==> config.mk <==
export PLATFORM = sky130hd
export DESIGN_NAME = decode_stage
export DESIGN_NICKNAME = d
export VERILOG_FILES = /design/src/hdl/riscv_pkg.sv /design/src/hdl/core_pkg.sv /design/src/hdl/decode_stage.sv
export SDC_FILE = /design/constraint.sdc
export NUM_CORES = 1
export LEC_CHECK = 0
export ABC_AREA = 1
export BUFFER_PORTS_ARGS = -buffer_cell sky130_fd_sc_hd__buf_2
export CORE_AREA = 8 8 156 158
export DETAILED_ROUTE_END_ITERATION = 6
export DIE_AREA = 0 0 164 166
export PLACE_DENSITY = 0.64
export SLEW_MARGIN = 20
export SYNTH_ARGS = -nofsm -noshare
export SYNTH_HDL_FRONTEND = slang
export SYNTH_SLANG_ARGS = --single-unit
==> constraint.sdc <==
create_clock -name clk -period 7.4 [get_ports clk]
set_clock_uncertainty 0.1 [all_clocks]
set_input_delay 2.22 -clock clk [delete_from_list [all_inputs] [get_ports clk]]
set_output_delay 2.22 -clock clk [all_outputs]
set_load 0.02 [all_outputs]
==> src/hdl/riscv_pkg.sv <==
package riscv_pkg;

	localparam int XLEN = 32;		// Integer register width
	localparam int REG_ADDR_W = 5;	// x0..x31

	// Major opcodes, inst[6:0]
	typedef enum logic [6:0] {
		OPC_LUI    = 7'b0110111,
		OPC_AUIPC  = 7'b0010111,
		OPC_JAL    = 7'b1101111,
		OPC_JALR   = 7'b1100111,
		OPC_BRANCH = 7'b1100011,
		OPC_LOAD   = 7'b0000011,
		OPC_STORE  = 7'b0100011,
		OPC_OP_IMM = 7'b0010011,
		OPC_OP     = 7'b0110011
	} opcode_e;

	// Conditional branch kinds, inst[14:12]
	typedef enum logic [2:0] {
		F3_BEQ  = 3'b000,
		F3_BNE  = 3'b001,
		F3_BLT  = 3'b100,
		F3_BGE  = 3'b101,
		F3_BLTU = 3'b110,
		F3_BGEU = 3'b111
	} branch_f3_e;

	// ALU funct3 for OP and OP-IMM
	localparam logic [2:0] F3_ADD_SUB = 3'b000;	// SUB only on OP with inst[30]
	localparam logic [2:0] F3_SLL     = 3'b001;
	localparam logic [2:0] F3_SLT     = 3'b010;
	localparam logic [2:0] F3_SLTU    = 3'b011;
	localparam logic [2:0] F3_XOR     = 3'b100;
	localparam logic [2:0] F3_SRL_SRA = 3'b101;	// inst[30] picks arithmetic
	localparam logic [2:0] F3_OR      = 3'b110;
	localparam logic [2:0] F3_AND     = 3'b111;

	localparam logic [XLEN-1:0] NOP_INST = 32'h0000_0013;	// addi x0, x0, 0

endpackage

==> src/hdl/core_pkg.sv <==
package core_pkg;

	localparam int PC_W = 12;			// 4 KiB instruction space
	localparam int DMEM_ADDR_W = 11;	// Word address into data memory
	localparam int DMEM_WORDS = 2048;

	typedef enum logic [3:0] {
		ALU_ADD, ALU_SUB, ALU_SLL, ALU_SLT, ALU_SLTU,
		ALU_XOR, ALU_SRL, ALU_SRA, ALU_OR, ALU_AND
	} alu_op_e;

	// Write-back source
	typedef enum logic [1:0] {WB_PC4, WB_ALU, WB_IMM, WB_LOAD} wb_sel_e;

	// Same code as the load/store funct3
	typedef enum logic [2:0] {
		MEM_B  = 3'b000,
		MEM_H  = 3'b001,
		MEM_W  = 3'b010,
		MEM_BU = 3'b100,
		MEM_HU = 3'b101
	} mem_size_e;

	typedef enum logic [2:0] {IMM_I, IMM_S, IMM_B, IMM_U, IMM_J} imm_sel_e;

	// Where an ID operand comes from
	typedef enum logic [1:0] {FWD_NONE, FWD_EXE, FWD_MEM, FWD_WB} fwd_src_e;

endpackage

==> src/hdl/decode_stage.sv <==
module decode_stage (
	input  logic clk,
	input  logic rst_n,
	input  logic bubble_id_exe,
	input  logic flush_id_exe,
	input  logic [core_pkg::PC_W-1:0] id_pc,
	input  logic [core_pkg::PC_W-1:0] id_pc4,
	input  logic [riscv_pkg::XLEN-1:0] id_inst,
	input  logic [riscv_pkg::XLEN-1:0] rf_a,
	input  logic [riscv_pkg::XLEN-1:0] rf_b,
	input  core_pkg::fwd_src_e fwd_a,
	input  core_pkg::fwd_src_e fwd_b,
	input  logic [riscv_pkg::XLEN-1:0] exe_fwd_data,
	input  logic [riscv_pkg::XLEN-1:0] mem_fwd_data,
	input  logic [riscv_pkg::XLEN-1:0] wb_data,
	output logic [riscv_pkg::REG_ADDR_W-1:0] rs_a,
	output logic [riscv_pkg::REG_ADDR_W-1:0] rs_b,
	output logic uses_a,
	output logic uses_b,
	output logic jump_taken,
	output logic [core_pkg::PC_W-1:0] jump_target,
	output logic [riscv_pkg::XLEN-1:0] op_a,
	output logic [riscv_pkg::XLEN-1:0] op_b,
	output logic [riscv_pkg::XLEN-1:0] store_data,
	output logic [riscv_pkg::XLEN-1:0] exe_imm,
	output logic [riscv_pkg::REG_ADDR_W-1:0] exe_rd,
	output logic exe_we,
	output core_pkg::alu_op_e exe_alu_op,
	output core_pkg::wb_sel_e exe_wb_sel,
	output core_pkg::mem_size_e exe_mem_size,
	output logic exe_is_store,
	output logic exe_is_branch,
	output riscv_pkg::branch_f3_e exe_branch_f3,
	output logic [core_pkg::PC_W-1:0] exe_branch_target,
	output logic [core_pkg::PC_W-1:0] exe_pc4
);
	import riscv_pkg::*;
	import core_pkg::*;

	opcode_e opcode;
	logic [2:0] f3;
	alu_op_e alu_op;
	wb_sel_e wb_sel;
	imm_sel_e imm_sel;
	logic we;
	logic is_store;
	logic is_branch;
	logic is_jalr;
	logic a_is_pc;
	logic b_is_imm;
	logic [XLEN-1:0] imm;
	logic [XLEN-1:0] reg_a;			// Register values after forwarding
	logic [XLEN-1:0] reg_b;
	logic [XLEN-1:0] jalr_sum;
	logic [PC_W-1:0] pc_rel;		// JAL and branch target

	function automatic alu_op_e alu_decode(input logic [2:0] fn3, input logic alt);
		case (fn3)
			F3_ADD_SUB: return alt ? ALU_SUB : ALU_ADD;
			F3_SLL:     return ALU_SLL;
			F3_SLT:     return ALU_SLT;
			F3_SLTU:    return ALU_SLTU;
			F3_XOR:     return ALU_XOR;
			F3_SRL_SRA: return alt ? ALU_SRA : ALU_SRL;
			F3_OR:      return ALU_OR;
			F3_AND:     return ALU_AND;
			default:    return ALU_ADD;
		endcase
	endfunction

	function automatic logic [XLEN-1:0] fwd_pick(input fwd_src_e src, input logic [XLEN-1:0] rf);
		case (src)
			FWD_EXE: return exe_fwd_data;
			FWD_MEM: return mem_fwd_data;
			FWD_WB:  return wb_data;
			default: return rf;
		endcase
	endfunction

	assign opcode = opcode_e'(id_inst[6:0]);
	assign f3 = id_inst[14:12];
	assign rs_a = id_inst[19:15];
	assign rs_b = id_inst[24:20];

	assign we = opcode inside {OPC_LUI, OPC_AUIPC, OPC_JAL, OPC_JALR, OPC_LOAD, OPC_OP_IMM, OPC_OP};
	assign uses_a = opcode inside {OPC_JALR, OPC_BRANCH, OPC_LOAD, OPC_STORE, OPC_OP_IMM, OPC_OP};
	assign uses_b = opcode inside {OPC_BRANCH, OPC_STORE, OPC_OP};
	assign b_is_imm = opcode inside {OPC_AUIPC, OPC_LOAD, OPC_STORE, OPC_OP_IMM};
	assign a_is_pc = (opcode == OPC_AUIPC);
	assign is_store = (opcode == OPC_STORE);
	assign is_branch = (opcode == OPC_BRANCH);
	assign is_jalr = (opcode == OPC_JALR);

	// Shift-immediates reuse inst[30] for SRAI only
	assign alu_op = (opcode == OPC_OP) ? alu_decode(f3, id_inst[30]) :
		(opcode == OPC_OP_IMM) ? alu_decode(f3, id_inst[30] && f3 == F3_SRL_SRA) : ALU_ADD;

	always_comb begin
		wb_sel = WB_ALU;
		imm_sel = IMM_I;	// JALR, loads, OP-IMM
		case (opcode)
			OPC_LUI: begin
				wb_sel = WB_IMM;
				imm_sel = IMM_U;
			end
			OPC_AUIPC:  imm_sel = IMM_U;
			OPC_JAL: begin
				wb_sel = WB_PC4;
				imm_sel = IMM_J;
			end
			OPC_JALR:   wb_sel = WB_PC4;	// Link value
			OPC_BRANCH: imm_sel = IMM_B;
			OPC_LOAD:   wb_sel = WB_LOAD;
			OPC_STORE:  imm_sel = IMM_S;
			default: ;
		endcase
	end

	always_comb begin
		case (imm_sel)
			IMM_S:   imm = {{20{id_inst[31]}}, id_inst[31:25], id_inst[11:7]};
			IMM_B:   imm = {{19{id_inst[31]}}, id_inst[31], id_inst[7], id_inst[30:25],
				id_inst[11:8], 1'b0};
			IMM_U:   imm = {id_inst[31:12], 12'b0};
			IMM_J:   imm = {{11{id_inst[31]}}, id_inst[31], id_inst[19:12], id_inst[20],
				id_inst[30:21], 1'b0};
			default: imm = {{20{id_inst[31]}}, id_inst[31:20]};
		endcase
	end

	always_comb begin
		reg_a = fwd_pick(fwd_a, rf_a);
		reg_b = fwd_pick(fwd_b, rf_b);
	end

	// Jumps leave from ID
	assign pc_rel = id_pc + imm[PC_W-1:0];
	assign jalr_sum = reg_a + imm;
	assign jump_taken = (opcode == OPC_JAL) || is_jalr;
	assign jump_target = is_jalr ? {jalr_sum[PC_W-1:1], 1'b0} : pc_rel;

	// ID/EXE control, bubble and flush both leave a NOP
	always_ff @(posedge clk) begin
		if (!rst_n || bubble_id_exe || flush_id_exe) begin
			exe_rd <= '0;
			exe_we <= 1'b0;
			exe_is_store <= 1'b0;
			exe_is_branch <= 1'b0;
			exe_alu_op <= ALU_ADD;
			exe_wb_sel <= WB_ALU;
		end else begin
			exe_rd <= id_inst[11:7];
			exe_we <= we;
			exe_is_store <= is_store;
			exe_is_branch <= is_branch;
			exe_alu_op <= alu_op;
			exe_wb_sel <= wb_sel;
		end
	end

	// ID/EXE payload
	always_ff @(posedge clk) begin
		op_a <= a_is_pc ? XLEN'(id_pc) : reg_a;
		op_b <= b_is_imm ? imm : reg_b;
		store_data <= reg_b;
		exe_imm <= imm;
		exe_mem_size <= mem_size_e'(f3);
		exe_branch_f3 <= branch_f3_e'(f3);
		exe_branch_target <= pc_rel;
		exe_pc4 <= id_pc4;
	end

endmodule

==> results of run 1 <==
layout make-up:
| class | count | area (sq um) | share of cell area [%] |
|---|---|---|---|
| clock inverter | 13 | 112.6 | 1.059 |
| inverter | 100 | 375.4 | 3.531 |
| multi-input combinational | 695 | 3646 | 34.29 |
| tap | 285 | 356.6 | 3.354 |
| clock buffer | 17 | 425.4 | 4.001 |
| timing repair buffer | 448 | 2312 | 21.75 |
| sequential | 169 | 3383 | 31.82 |
| antenna | 8 | 20.02 | 0.1883 |
metrics by stage:
stage                     cells  power, mW  area, sq um
after floorplan            1015      1.403         7611
after global placement     1696      1.689        10000
after detailed placement   1696      1.692        10000
after CTS                  1726      2.536        10540
after global routing       1735      2.646        10630
final                      1735      2.529        10630
logic make-up after synthesis:
group / count (synthesis)
and+or+nand+nor: 460
buffers and inverters: 151
xor gates and xnor gates: 11
muxes: 5
DFF: 169
adders and majority gates: 23
AOI/OAI and AO/OA: 196
cells in the mapped netlist (all sizes together), types with 3 or more instances:
master	number	area share, %
a21oi	56	3.7
a31oi	16	1.3
a41oi	5	0.58
buf	26	2.4
clkbuf	25	1.2
clkinv	3	0.15
dfxtp	169	44
ha	21	3.5
inv	97	4.8
mux2	5	0.74
nand2	310	16
nand3	50	3.7
nand4	25	2.1
nor2	57	3.0
nor3	11	1.1
o2111ai	11	1.3
o21ai	90	5.9
o21bai	4	0.59
o31ai	4	0.39
or2	3	0.25
xnor2	3	0.35
xor2	8	0.92
sequential cells by signal, indices dropped and copies added (netlist names):
register,flops
op_b,32
exe_is_branch,1
exe_alu_op,4
exe_pc4,12
exe_branch_target,12
exe_we,1
exe_is_store,1
exe_wb_sel,2
op_a,32
exe_imm,32
store_data,32
exe_rd,5
exe_branch_f3,3
worst max path at each step:
stage / from / to / slack (ns) / depth (start not counted)
2_1_floorplan: id_inst[2] / jump_target[6] / 0.65 / 14
3_3_place_gp: id_inst[5] / jump_target[8] / 0.10 / 16
3_5_place_dp: id_inst[2] / jump_target[8] / 0.02 / 18
4_1_cts: id_inst[2] / jump_target[8] / 0.02 / 18
5_1_grt: id_inst[0] / jump_target[8] / -0.005 / 21
6_report: id_inst[2] / jump_target[8] / 0.16 / 19
power by group:
| part | switching, mW | internal [mW] | total (mW) | leakage [nW] |
|---|---|---|---|---|
| Sequential | 0.0275 | 0.998 | 1.03 | 1.42 |
| Clock | 0.414 | 0.435 | 0.850 | 0.249 |
| Combinational | 0.434 | 0.220 | 0.654 | 3.88 |
per-layer routing:
layer / part of all wire (%) / global-route usage [%]
met2: 49 / 44.90
met4: 2.9 / 9.292
met3: 8.7 / 6.321
met5: 0 / 0
met1: 39 / 30.66
timing repair:
item | CTS | global route
resized for setup | 0 | 16
setup endpoints to repair | 0 | 7
hold buffers | 0 | 0
buffers inserted | 0 | 1
hold endpoints to repair | 0 | 0
==> impl_metrics.env, run 1 <==
export IMPL_wl_per_cell_um=21.31
export IMPL_clockBufferDepth=2
export IMPL_holdCritStartpoint="id_pc4[7]"
export IMPL_drt_iter0_markers=845
export IMPL_gp_congestion=1.021
export IMPL_power_density_nw_per_um2=237.9
export IMPL_via_per_inst=5.056
export IMPL_vias=8773
export IMPL_holdPathStages=1
export IMPL_finalWorstSetupSlack_ns=0.1588
export IMPL_syn_inst=1015
export IMPL_setup_viol=0
export IMPL_synthXorXnorAreaFrac_pct=1.266
export IMPL_fill_cells=2309
export IMPL_final_common_cell="buf_2"
export IMPL_cts_root_buf="clkbuf_16"
export IMPL_cp_arrival_ns=4.92
export IMPL_path_common_cell="nand2_1"
export IMPL_syn_area_sq_um=7611
export IMPL_drv_cap=0
export IMPL_dieWidth_um=164
export IMPL_grtUsageTotal_pct=26.04
export IMPL_dp_hpwl_mm=29.82
export IMPL_die_area_sq_um=27220
export IMPL_fin_crit_sh_pct=97.85
export IMPL_ys_warn_count=0
export IMPL_start_util_pct=34.45
export IMPL_synth_compound_area_share_pct=14.81
export IMPL_chipHeight_um=166
export IMPL_numCtsBuffers=17
export IMPL_required_ns=5.08
export IMPL_grt_pass1_vias=8789
export IMPL_clk_pin_slew_worst_paths_ns=0.08
export IMPL_wl_mm=36.97
export IMPL_drc=0
export IMPL_outcome="finished clean"
export IMPL_seq_area_frac_synth_pct=44.45
export IMPL_syn_to_final_growth_pct=39.68
export IMPL_critPathTopFamily="simple AND/OR/NAND/NOR gates"
export IMPL_ioPinCount=421
export IMPL_synth_top_family_by_area="simple AND/OR/NAND/NOR gates"
export IMPL_h_tree_depth=4
export IMPL_hold_violations=0
export IMPL_slowest_delay_ns=0.43
export IMPL_cp_end_kind="output pin"
export IMPL_synth_seq_cells=169
export IMPL_crit_fanout=3
export IMPL_grt_pass1_wl_mm=53.65
export IMPL_post_place_ws_ns=0.02017
export IMPL_synth_edf_count=0
export IMPL_path_buf_inv=5
export IMPL_fin_nets=1678
export IMPL_fin_util_pct=48.13
export IMPL_relSlewSlack_pct=41.19
export IMPL_ir_drop_uv=132.8
export IMPL_p_leak_nw=5.552
export IMPL_yosys_area_share_adder_pct=3.978
export IMPL_cp_cell_sequence="buf_2 > nor2_1 > nand2_2 > buf_4 > nor3_4 > nand2_1 > nand2_2 > ha_1 > inv_1 > fa_1 > inv_1 > nand3_1 > nand2_1 > a21oi_2 > o211a_1 > xor2_1 > nand2_1 > nand2_1 > buf_2"
export IMPL_drv_slew=0
export IMPL_clkSinkCount=169
export IMPL_synth_mux_area_fraction_pct=0.7398
export IMPL_ant_nets=0
export IMPL_synth_nets=1262
export IMPL_max_freq_mhz=138.1
export IMPL_synth_distinct_cells=52
export IMPL_antenna_found_initial=8
export IMPL_drive_gt1_share_pct=36.48
export IMPL_synthSimpleGateAreaFrac_pct=26.20
export IMPL_holdPathEnd="exe_pc4[7]"
export IMPL_fp_coreArea_sq_um=22090
export IMPL_grt_max_degree=61
export IMPL_first_pass_iters=5
export IMPL_holdWs_ns=1.777
export IMPL_cp_start_kind="primary input"
export IMPL_worst_slew_pin_slew_ns=0.8812
export IMPL_setup_tns_ns=0
export IMPL_ys_flop_type="dfxtp_1"
export IMPL_synth_async_reset_ratio_pct=0
export IMPL_min_path_type="in -> reg"
export IMPL_critPathKind="in -> out"
export IMPL_mostFrequentLayoutCells="buf_2, nand2_1, dfxtp_1"
export IMPL_cts_tree="yes"
export IMPL_syn_area_per_cell_sq_um=7.499
export IMPL_grt_overflow_total=0
export IMPL_core_rowCount=55
export IMPL_finalCriticalPeriod_ns=7.241
export IMPL_slowest_stage="fa_1"
export IMPL_port_buffer_count=420
(Power assumes the default switching activity.)
==> run 2: changes to the inputs <==
--- a/config.mk
+++ b/config.mk
@@ -5,12 +5,11 @@
 export SDC_FILE = /design/constraint.sdc
 export NUM_CORES = 1
 export LEC_CHECK = 0
-export ABC_AREA = 1
 export BUFFER_PORTS_ARGS = -buffer_cell sky130_fd_sc_hd__buf_2
-export CORE_AREA = 8 8 156 158
+export CORE_AREA = 8 8 159 161
 export DETAILED_ROUTE_END_ITERATION = 6
-export DIE_AREA = 0 0 164 166
-export PLACE_DENSITY = 0.64
+export DIE_AREA = 0 0 167 169
+export PLACE_DENSITY = 0.61
 export SLEW_MARGIN = 20
 export SYNTH_ARGS = -nofsm -noshare
 export SYNTH_HDL_FRONTEND = slang
==> impl_metrics.env, run 2 <==
export IMPL_path_common_cell="buf_6"
export IMPL_critPathTopFamily="compound AO/OA/AOI/OAI gates"
export IMPL_hold_violations=0
export IMPL_cp_arrival_ns=5.20
export IMPL_p_leak_nw=5.330
export IMPL_multi_input_area_sq_um=3857
export IMPL_path_buf_inv=4
export IMPL_syn_inst=583
export IMPL_chipHeight_um=169
export IMPL_antenna_found_initial=6
export IMPL_cp_end_kind="output pin"
export IMPL_port_buffer_count=420
export IMPL_setup_tns_ns=-0.2369
export IMPL_final_common_cell="buf_2"
export IMPL_synth_area_top_cells="dfxtp_1, mux4_2, mux2_2, ha_1, nor2b_1"
export IMPL_relSlewSlack_pct=27.49
export IMPL_instances_no_fill=1371
export IMPL_seqCellArea_sq_um=3383
export IMPL_finalCriticalPeriod_ns=7.524
export IMPL_clockBufferDepth=2
export IMPL_cp_start_kind="primary input"
export IMPL_violations="negative setup slack"
export IMPL_wl_per_cell_um=22.12
export IMPL_drive_gt1_share_pct=63.97
export IMPL_grt_pass1_vias=7364
export IMPL_cts_tree="yes"
export IMPL_yosysMostFrequentCell="dfxtp_1"
export IMPL_setup_viol=2
export IMPL_min_path_type="in -> reg"
export IMPL_drc=0
export IMPL_grtUsageTotal_pct=20.89
export IMPL_fin_crit_sh_pct=101.7
export IMPL_grt_overflow_total=0
export IMPL_fin_nets=1311
export IMPL_synth_edf_count=0
export IMPL_slowest_stage="nand3b_1"
export IMPL_yosysTopAreaCell="dfxtp_1"
export IMPL_grt_pass1_wl_mm=44.51
export IMPL_holdWs_ns=1.793
export IMPL_first_pass_iters=4
export IMPL_finalWorstSetupSlack_ns=-0.1237
export IMPL_post_place_ws_ns=-0.4922
export IMPL_synth_async_reset_ratio_pct=0
export IMPL_synth_seq_cells=169
export IMPL_grt_max_degree=35
export IMPL_post_synth_top_area_fraction_pct=46.52
export IMPL_wl_mm=30.33
export IMPL_synth_nets=830
export IMPL_ant_nets=0
export IMPL_cts_root_buf="clkbuf_16"
export IMPL_dieWidth_um=167
export IMPL_vias=6541
export IMPL_ys_top_cells_by_count="dfxtp_1, mux4_2, mux2_2"
export IMPL_ioPinCount=421
export IMPL_critPathKind="in -> out"
export IMPL_place_area_sq_um=10060
export IMPL_mostFrequentLayoutCells="buf_2, dfxtp_1, buf_4"
export IMPL_fp_coreArea_sq_um=22910
export IMPL_via_per_inst=4.771
export IMPL_cp_depth=16
export IMPL_h_tree_depth=4
export IMPL_crit_fanout=4
export IMPL_worst_slew_pin_slew_ns=1.088
export IMPL_fin_area_sq_um=11070
export IMPL_synth_distinct_cells=48
export IMPL_slowest_delay_ns=0.27
export IMPL_holdPathEnd="exe_pc4[5]"
export IMPL_core_rowCount=56
export IMPL_fin_util_pct=48.32
export IMPL_die_area_sq_um=28220
export IMPL_gp_congestion=0.8568
export IMPL_power_density_nw_per_um2=239.4
export IMPL_max_freq_mhz=132.9
export IMPL_required_ns=5.08
export IMPL_fill_cells=2133
export IMPL_syn_area_sq_um=7273
export IMPL_dp_cells=1318
export IMPL_cp_cell_sequence="buf_6 > nand3b_1 > buf_6 > nor3_4 > a22oi_2 > inv_2 > ha_1 > a31o_1 > a211oi_2 > o2bb2ai_2 > o31ai_2 > o41ai_2 > xnor2_1 > mux2i_2 > xnor2_2 > buf_4"
export IMPL_syn_to_final_growth_pct=52.21
export IMPL_rsz0062_at_grt="true"
export IMPL_drv_cap=0
export IMPL_dp_hpwl_mm=25.05
export IMPL_ys_warn_count=0
export IMPL_syn_area_per_cell_sq_um=12.48
export IMPL_start_util_pct=31.74
export IMPL_ir_drop_uv=127.9
export IMPL_clk_pin_slew_worst_paths_ns=0.07
export IMPL_seq_area_frac_synth_pct=46.52
export IMPL_clkSinkCount=169
export IMPL_drv_slew=0
export IMPL_holdCritStartpoint="id_pc4[5]"
export IMPL_numCtsBuffers=17
export IMPL_ys_flop_type="dfxtp_1"
export IMPL_holdPathStages=1
export IMPL_drt_iter0_markers=337
export IMPL_power_mw=2.650
export IMPL_outcome="finished, violations left"
run 2: cell types whose count changed in the layout (fill, tap and decap cells not counted), sizes merged, moves of 38 or more:
cell and delta:
nand2 -282, o21ai -71, nand3 -44, inv -85, mux2 +38, buf +59, mux4 +64, a21oi -42
run 2: report_power, final:
group	switching [mW]	internal (mW)
combinational	0.382	0.315
clock	0.411	0.523
sequential	0.0226	0.997
run 2: kinds of logic (layout without fill, tap and decap cells):
kind of cell / count (synthesis) / count (layout) / synth area share, %
buf+inv: 55 / 549 / 3.630
xor+xnor: 20 / 20 / 2.408
mux: 109 / 109 / 26.75
flops: 169 / 169 / 46.52
other cells: 0 / 4 / 0
fa+ha+maj: 23 / 23 / 4.163
compound gates: 82 / 82 / 7.741
simple gates: 125 / 125 / 8.791
run 2: cell type report:
class / instances / share of cell area, %
clock buffers: 18 / 3.967
repair buffers: 507 / 25.31
diodes: 4 / 0.09042
well taps: 290 / 3.278
flip-flops and latches: 169 / 30.56
multi-input cells: 359 / 34.84
inverters: 10 / 0.3391
clock inverters: 14 / 1.616
run 2: worst max-delay path by stage:
stage                from               to  slack [ns]
6_report       id_inst[3]  jump_target[11]       -0.12
5_1_grt        id_inst[3]  jump_target[10]       -0.28
4_1_cts        id_inst[3]  jump_target[10]       -0.04
3_5_place_dp   id_inst[3]  jump_target[10]       -0.49
3_3_place_gp   id_inst[3]  jump_target[10]       -0.40
2_1_floorplan  id_inst[4]  jump_target[10]       -0.02
run 2: routing by layer:
metal,vias to the layer above,routed length (um),track usage (%)
met2,273,15210,36.41
li1,3087,-,-
met1,3144,12610,24.49
met4,4,479,5.719
met5,-,21,0
met3,33,2016,6.476
run 2: timing repair:
action	in CTS	in global routing
endpoints found under the setup margin	6	5
hold buffers	0	0
setup buffers	9	9
cloned	0	0
gates resized for setup	38	27
pin swaps	18	22
==> run 3: changes to the inputs <==
--- a/config.mk
+++ b/config.mk
@@ -5,11 +5,12 @@
 export SDC_FILE = /design/constraint.sdc
 export NUM_CORES = 1
 export LEC_CHECK = 0
-export BUFFER_PORTS_ARGS = -buffer_cell sky130_fd_sc_hd__buf_2
+export BUFFER_PORTS_ARGS = -buffer_cell sky130_fd_sc_hd__buf_4
 export CORE_AREA = 8 8 159 161
 export DETAILED_ROUTE_END_ITERATION = 6
 export DIE_AREA = 0 0 167 169
 export PLACE_DENSITY = 0.61
+export RECOVER_POWER = 25
 export SLEW_MARGIN = 20
 export SYNTH_ARGS = -nofsm -noshare
 export SYNTH_HDL_FRONTEND = slang
==> impl_metrics.env, run 3 (same netlist as run 2, synthesis figures left out) <==
export IMPL_drv_cap=1
export IMPL_setup_viol=3
export IMPL_post_place_ws_ns=-0.4524
export IMPL_worst_slew_pin_slew_ns=2.858
export IMPL_crit_fanout=3
export IMPL_grt_pass1_wl_mm=45.34
export IMPL_syn_to_final_growth_pct=65.06
export IMPL_finalWorstSetupSlack_ns=-0.1625
export IMPL_start_util_pct=31.74
export IMPL_grt_max_degree=35
export IMPL_drc=0
export IMPL_chipHeight_um=169
export IMPL_required_ns=5.08
export IMPL_numCtsBuffers=17
export IMPL_grtUsageTotal_pct=21.46
export IMPL_grt_overflow_total=0
export IMPL_ioPinCount=421
export IMPL_via_per_inst=4.842
export IMPL_vias=6624
export IMPL_wl_mm=31.24
export IMPL_core_rowCount=56
export IMPL_gp_congestion=0.8573
export IMPL_hold_violations=0
export IMPL_h_tree_depth=4
export IMPL_path_common_cell="buf_6"
export IMPL_path_buf_inv=4
export IMPL_power_density_nw_per_um2=221.1
export IMPL_drive_gt1_share_pct=62.86
export IMPL_dieWidth_um=167
export IMPL_violations="max-capacitance violations, max-slew violations, negative setup slack"
export IMPL_cts_tree="yes"
export IMPL_clk_pin_slew_worst_paths_ns=0.07
export IMPL_setup_tns_ns=-0.2977
export IMPL_clockBufferDepth=2
export IMPL_outcome="finished, violations left"
export IMPL_slowest_delay_ns=0.34
export IMPL_cp_end_kind="output pin"
export IMPL_final_common_cell="buf_4"
export IMPL_min_path_type="in -> reg"
export IMPL_rsz0062_at_grt="true"
export IMPL_drv_slew=33
export IMPL_slowest_stage="fa_2"
export IMPL_critPathTopFamily="compound AO/OA/AOI/OAI gates"
export IMPL_first_pass_iters=6
export IMPL_cts_root_buf="clkbuf_16"
export IMPL_holdPathEnd="exe_pc4[5]"
export IMPL_fin_util_pct=52.40
export IMPL_fin_nets=1311
export IMPL_clkSinkCount=169
export IMPL_drt_iter0_markers=358
export IMPL_wl_per_cell_um=22.83
export IMPL_max_freq_mhz=132.2
export IMPL_antenna_found_initial=1
export IMPL_fp_coreArea_sq_um=22910
export IMPL_cp_start_kind="primary input"
export IMPL_ant_nets=0
export IMPL_cp_cell_sequence="buf_6 > nand3b_1 > buf_6 > nor4_4 > o21bai_4 > ha_4 > inv_2 > fa_2 > nor2b_2 > o21ai_2 > a21boi_2 > o21ai_1 > nand2b_1 > a21o_1 > a21oi_2 > o21ai_2 > xor2_1 > mux2_4 > buf_6"
export IMPL_worstSetupStartpoint="id_inst[3]"
export IMPL_relSlewSlack_pct=-90.52
export IMPL_ir_drop_uv=135.7
export IMPL_fin_crit_sh_pct=102.2
export IMPL_finalCriticalPeriod_ns=7.562
export IMPL_power_mw=2.655
export IMPL_p_leak_nw=5.622
export IMPL_cts_hold_buf=0
export IMPL_instances_no_fill=1368
export IMPL_holdPathStages=1
export IMPL_port_buffer_count=420
export IMPL_critPathKind="in -> out"
export IMPL_grt_pass1_vias=7205
export IMPL_die_area_sq_um=28220
export IMPL_cp_arrival_ns=5.24
export IMPL_fill_cells=2027
export IMPL_holdCritStartpoint="id_pc4[5]"
export IMPL_mostFrequentLayoutCells="buf_4, dfxtp_1, mux4_2"
export IMPL_dp_cells=1314
export IMPL_dp_hpwl_mm=25.68
run 3: changes by cell type in the layout (fill, tap and decap cells not counted), moves of 3 or more:
cell / previous run / this run
buf_2: 412 / 0
buf_4: 88 / 482
clkbuf_4: 0 / 12
clkbuf_1: 0 / 8
clkinv_4: 2 / 5
diode_2: 4 / 1
o21ai_1: 7 / 4
run 3: through the flow:
stage	hold slack (ns)	area, sq um
after floorplan	2.148	7295
after global placement	2.225	11100
after detailed placement	2.226	11100
after CTS	1.776	11840
after global routing	1.783	12010
final	1.810	12010
run 3: worst max-delay path by stage:
stage,to,slack (ns),cells past startpoint
after global placement,jump_target[10],-0.37,18
final,jump_target[10],-0.16,19
after global routing,jump_target[10],-0.29,19
after CTS,jump_target[11],-0.1,17
after detailed placement,jump_target[10],-0.45,18
after floorplan,jump_target[10],-0.02,17
run 3: power by group:
part	leakage (nW)	internal (mW)	total, mW	switching [mW]
sequential	1.42	0.997	1.02	0.0256
combinational	3.94	0.398	0.786	0.388
clock	0.265	0.440	0.846	0.406
run 3: per-layer routing:
| metal | global-route usage, % | part of all wire (%) | routed length (um) |
|---|---|---|---|
| met1 | 25.08 | 40 | 12490 |
| met2 | 36.43 | 49 | 15430 |
| met3 | 7.594 | 8.3 | 2587 |
| met4 | 6.698 | 2.3 | 723 |
| met5 | 0 | 0 | 0 |
run 3: final cells by class:
type                       instances  area (sq um)  area share (%)
multi-input combinational        359          3856           32.12
timing repair buffer             507          3819           31.81
sequential                       169          3383           28.18
clock buffer                      19         432.9           3.606
tap                              290         362.8           3.022
clock inverter                    13         111.4          0.9276
inverter                          10         37.54          0.3127
antenna                            1         2.502         0.02084
run 3: repair_timing:
action                                  4_1_cts  5_1_grt
cloned                                        0        0
endpoints found under the setup margin        6        6
pin swaps                                    20       24
buffers inserted                             12       10
resized for setup                            30       24
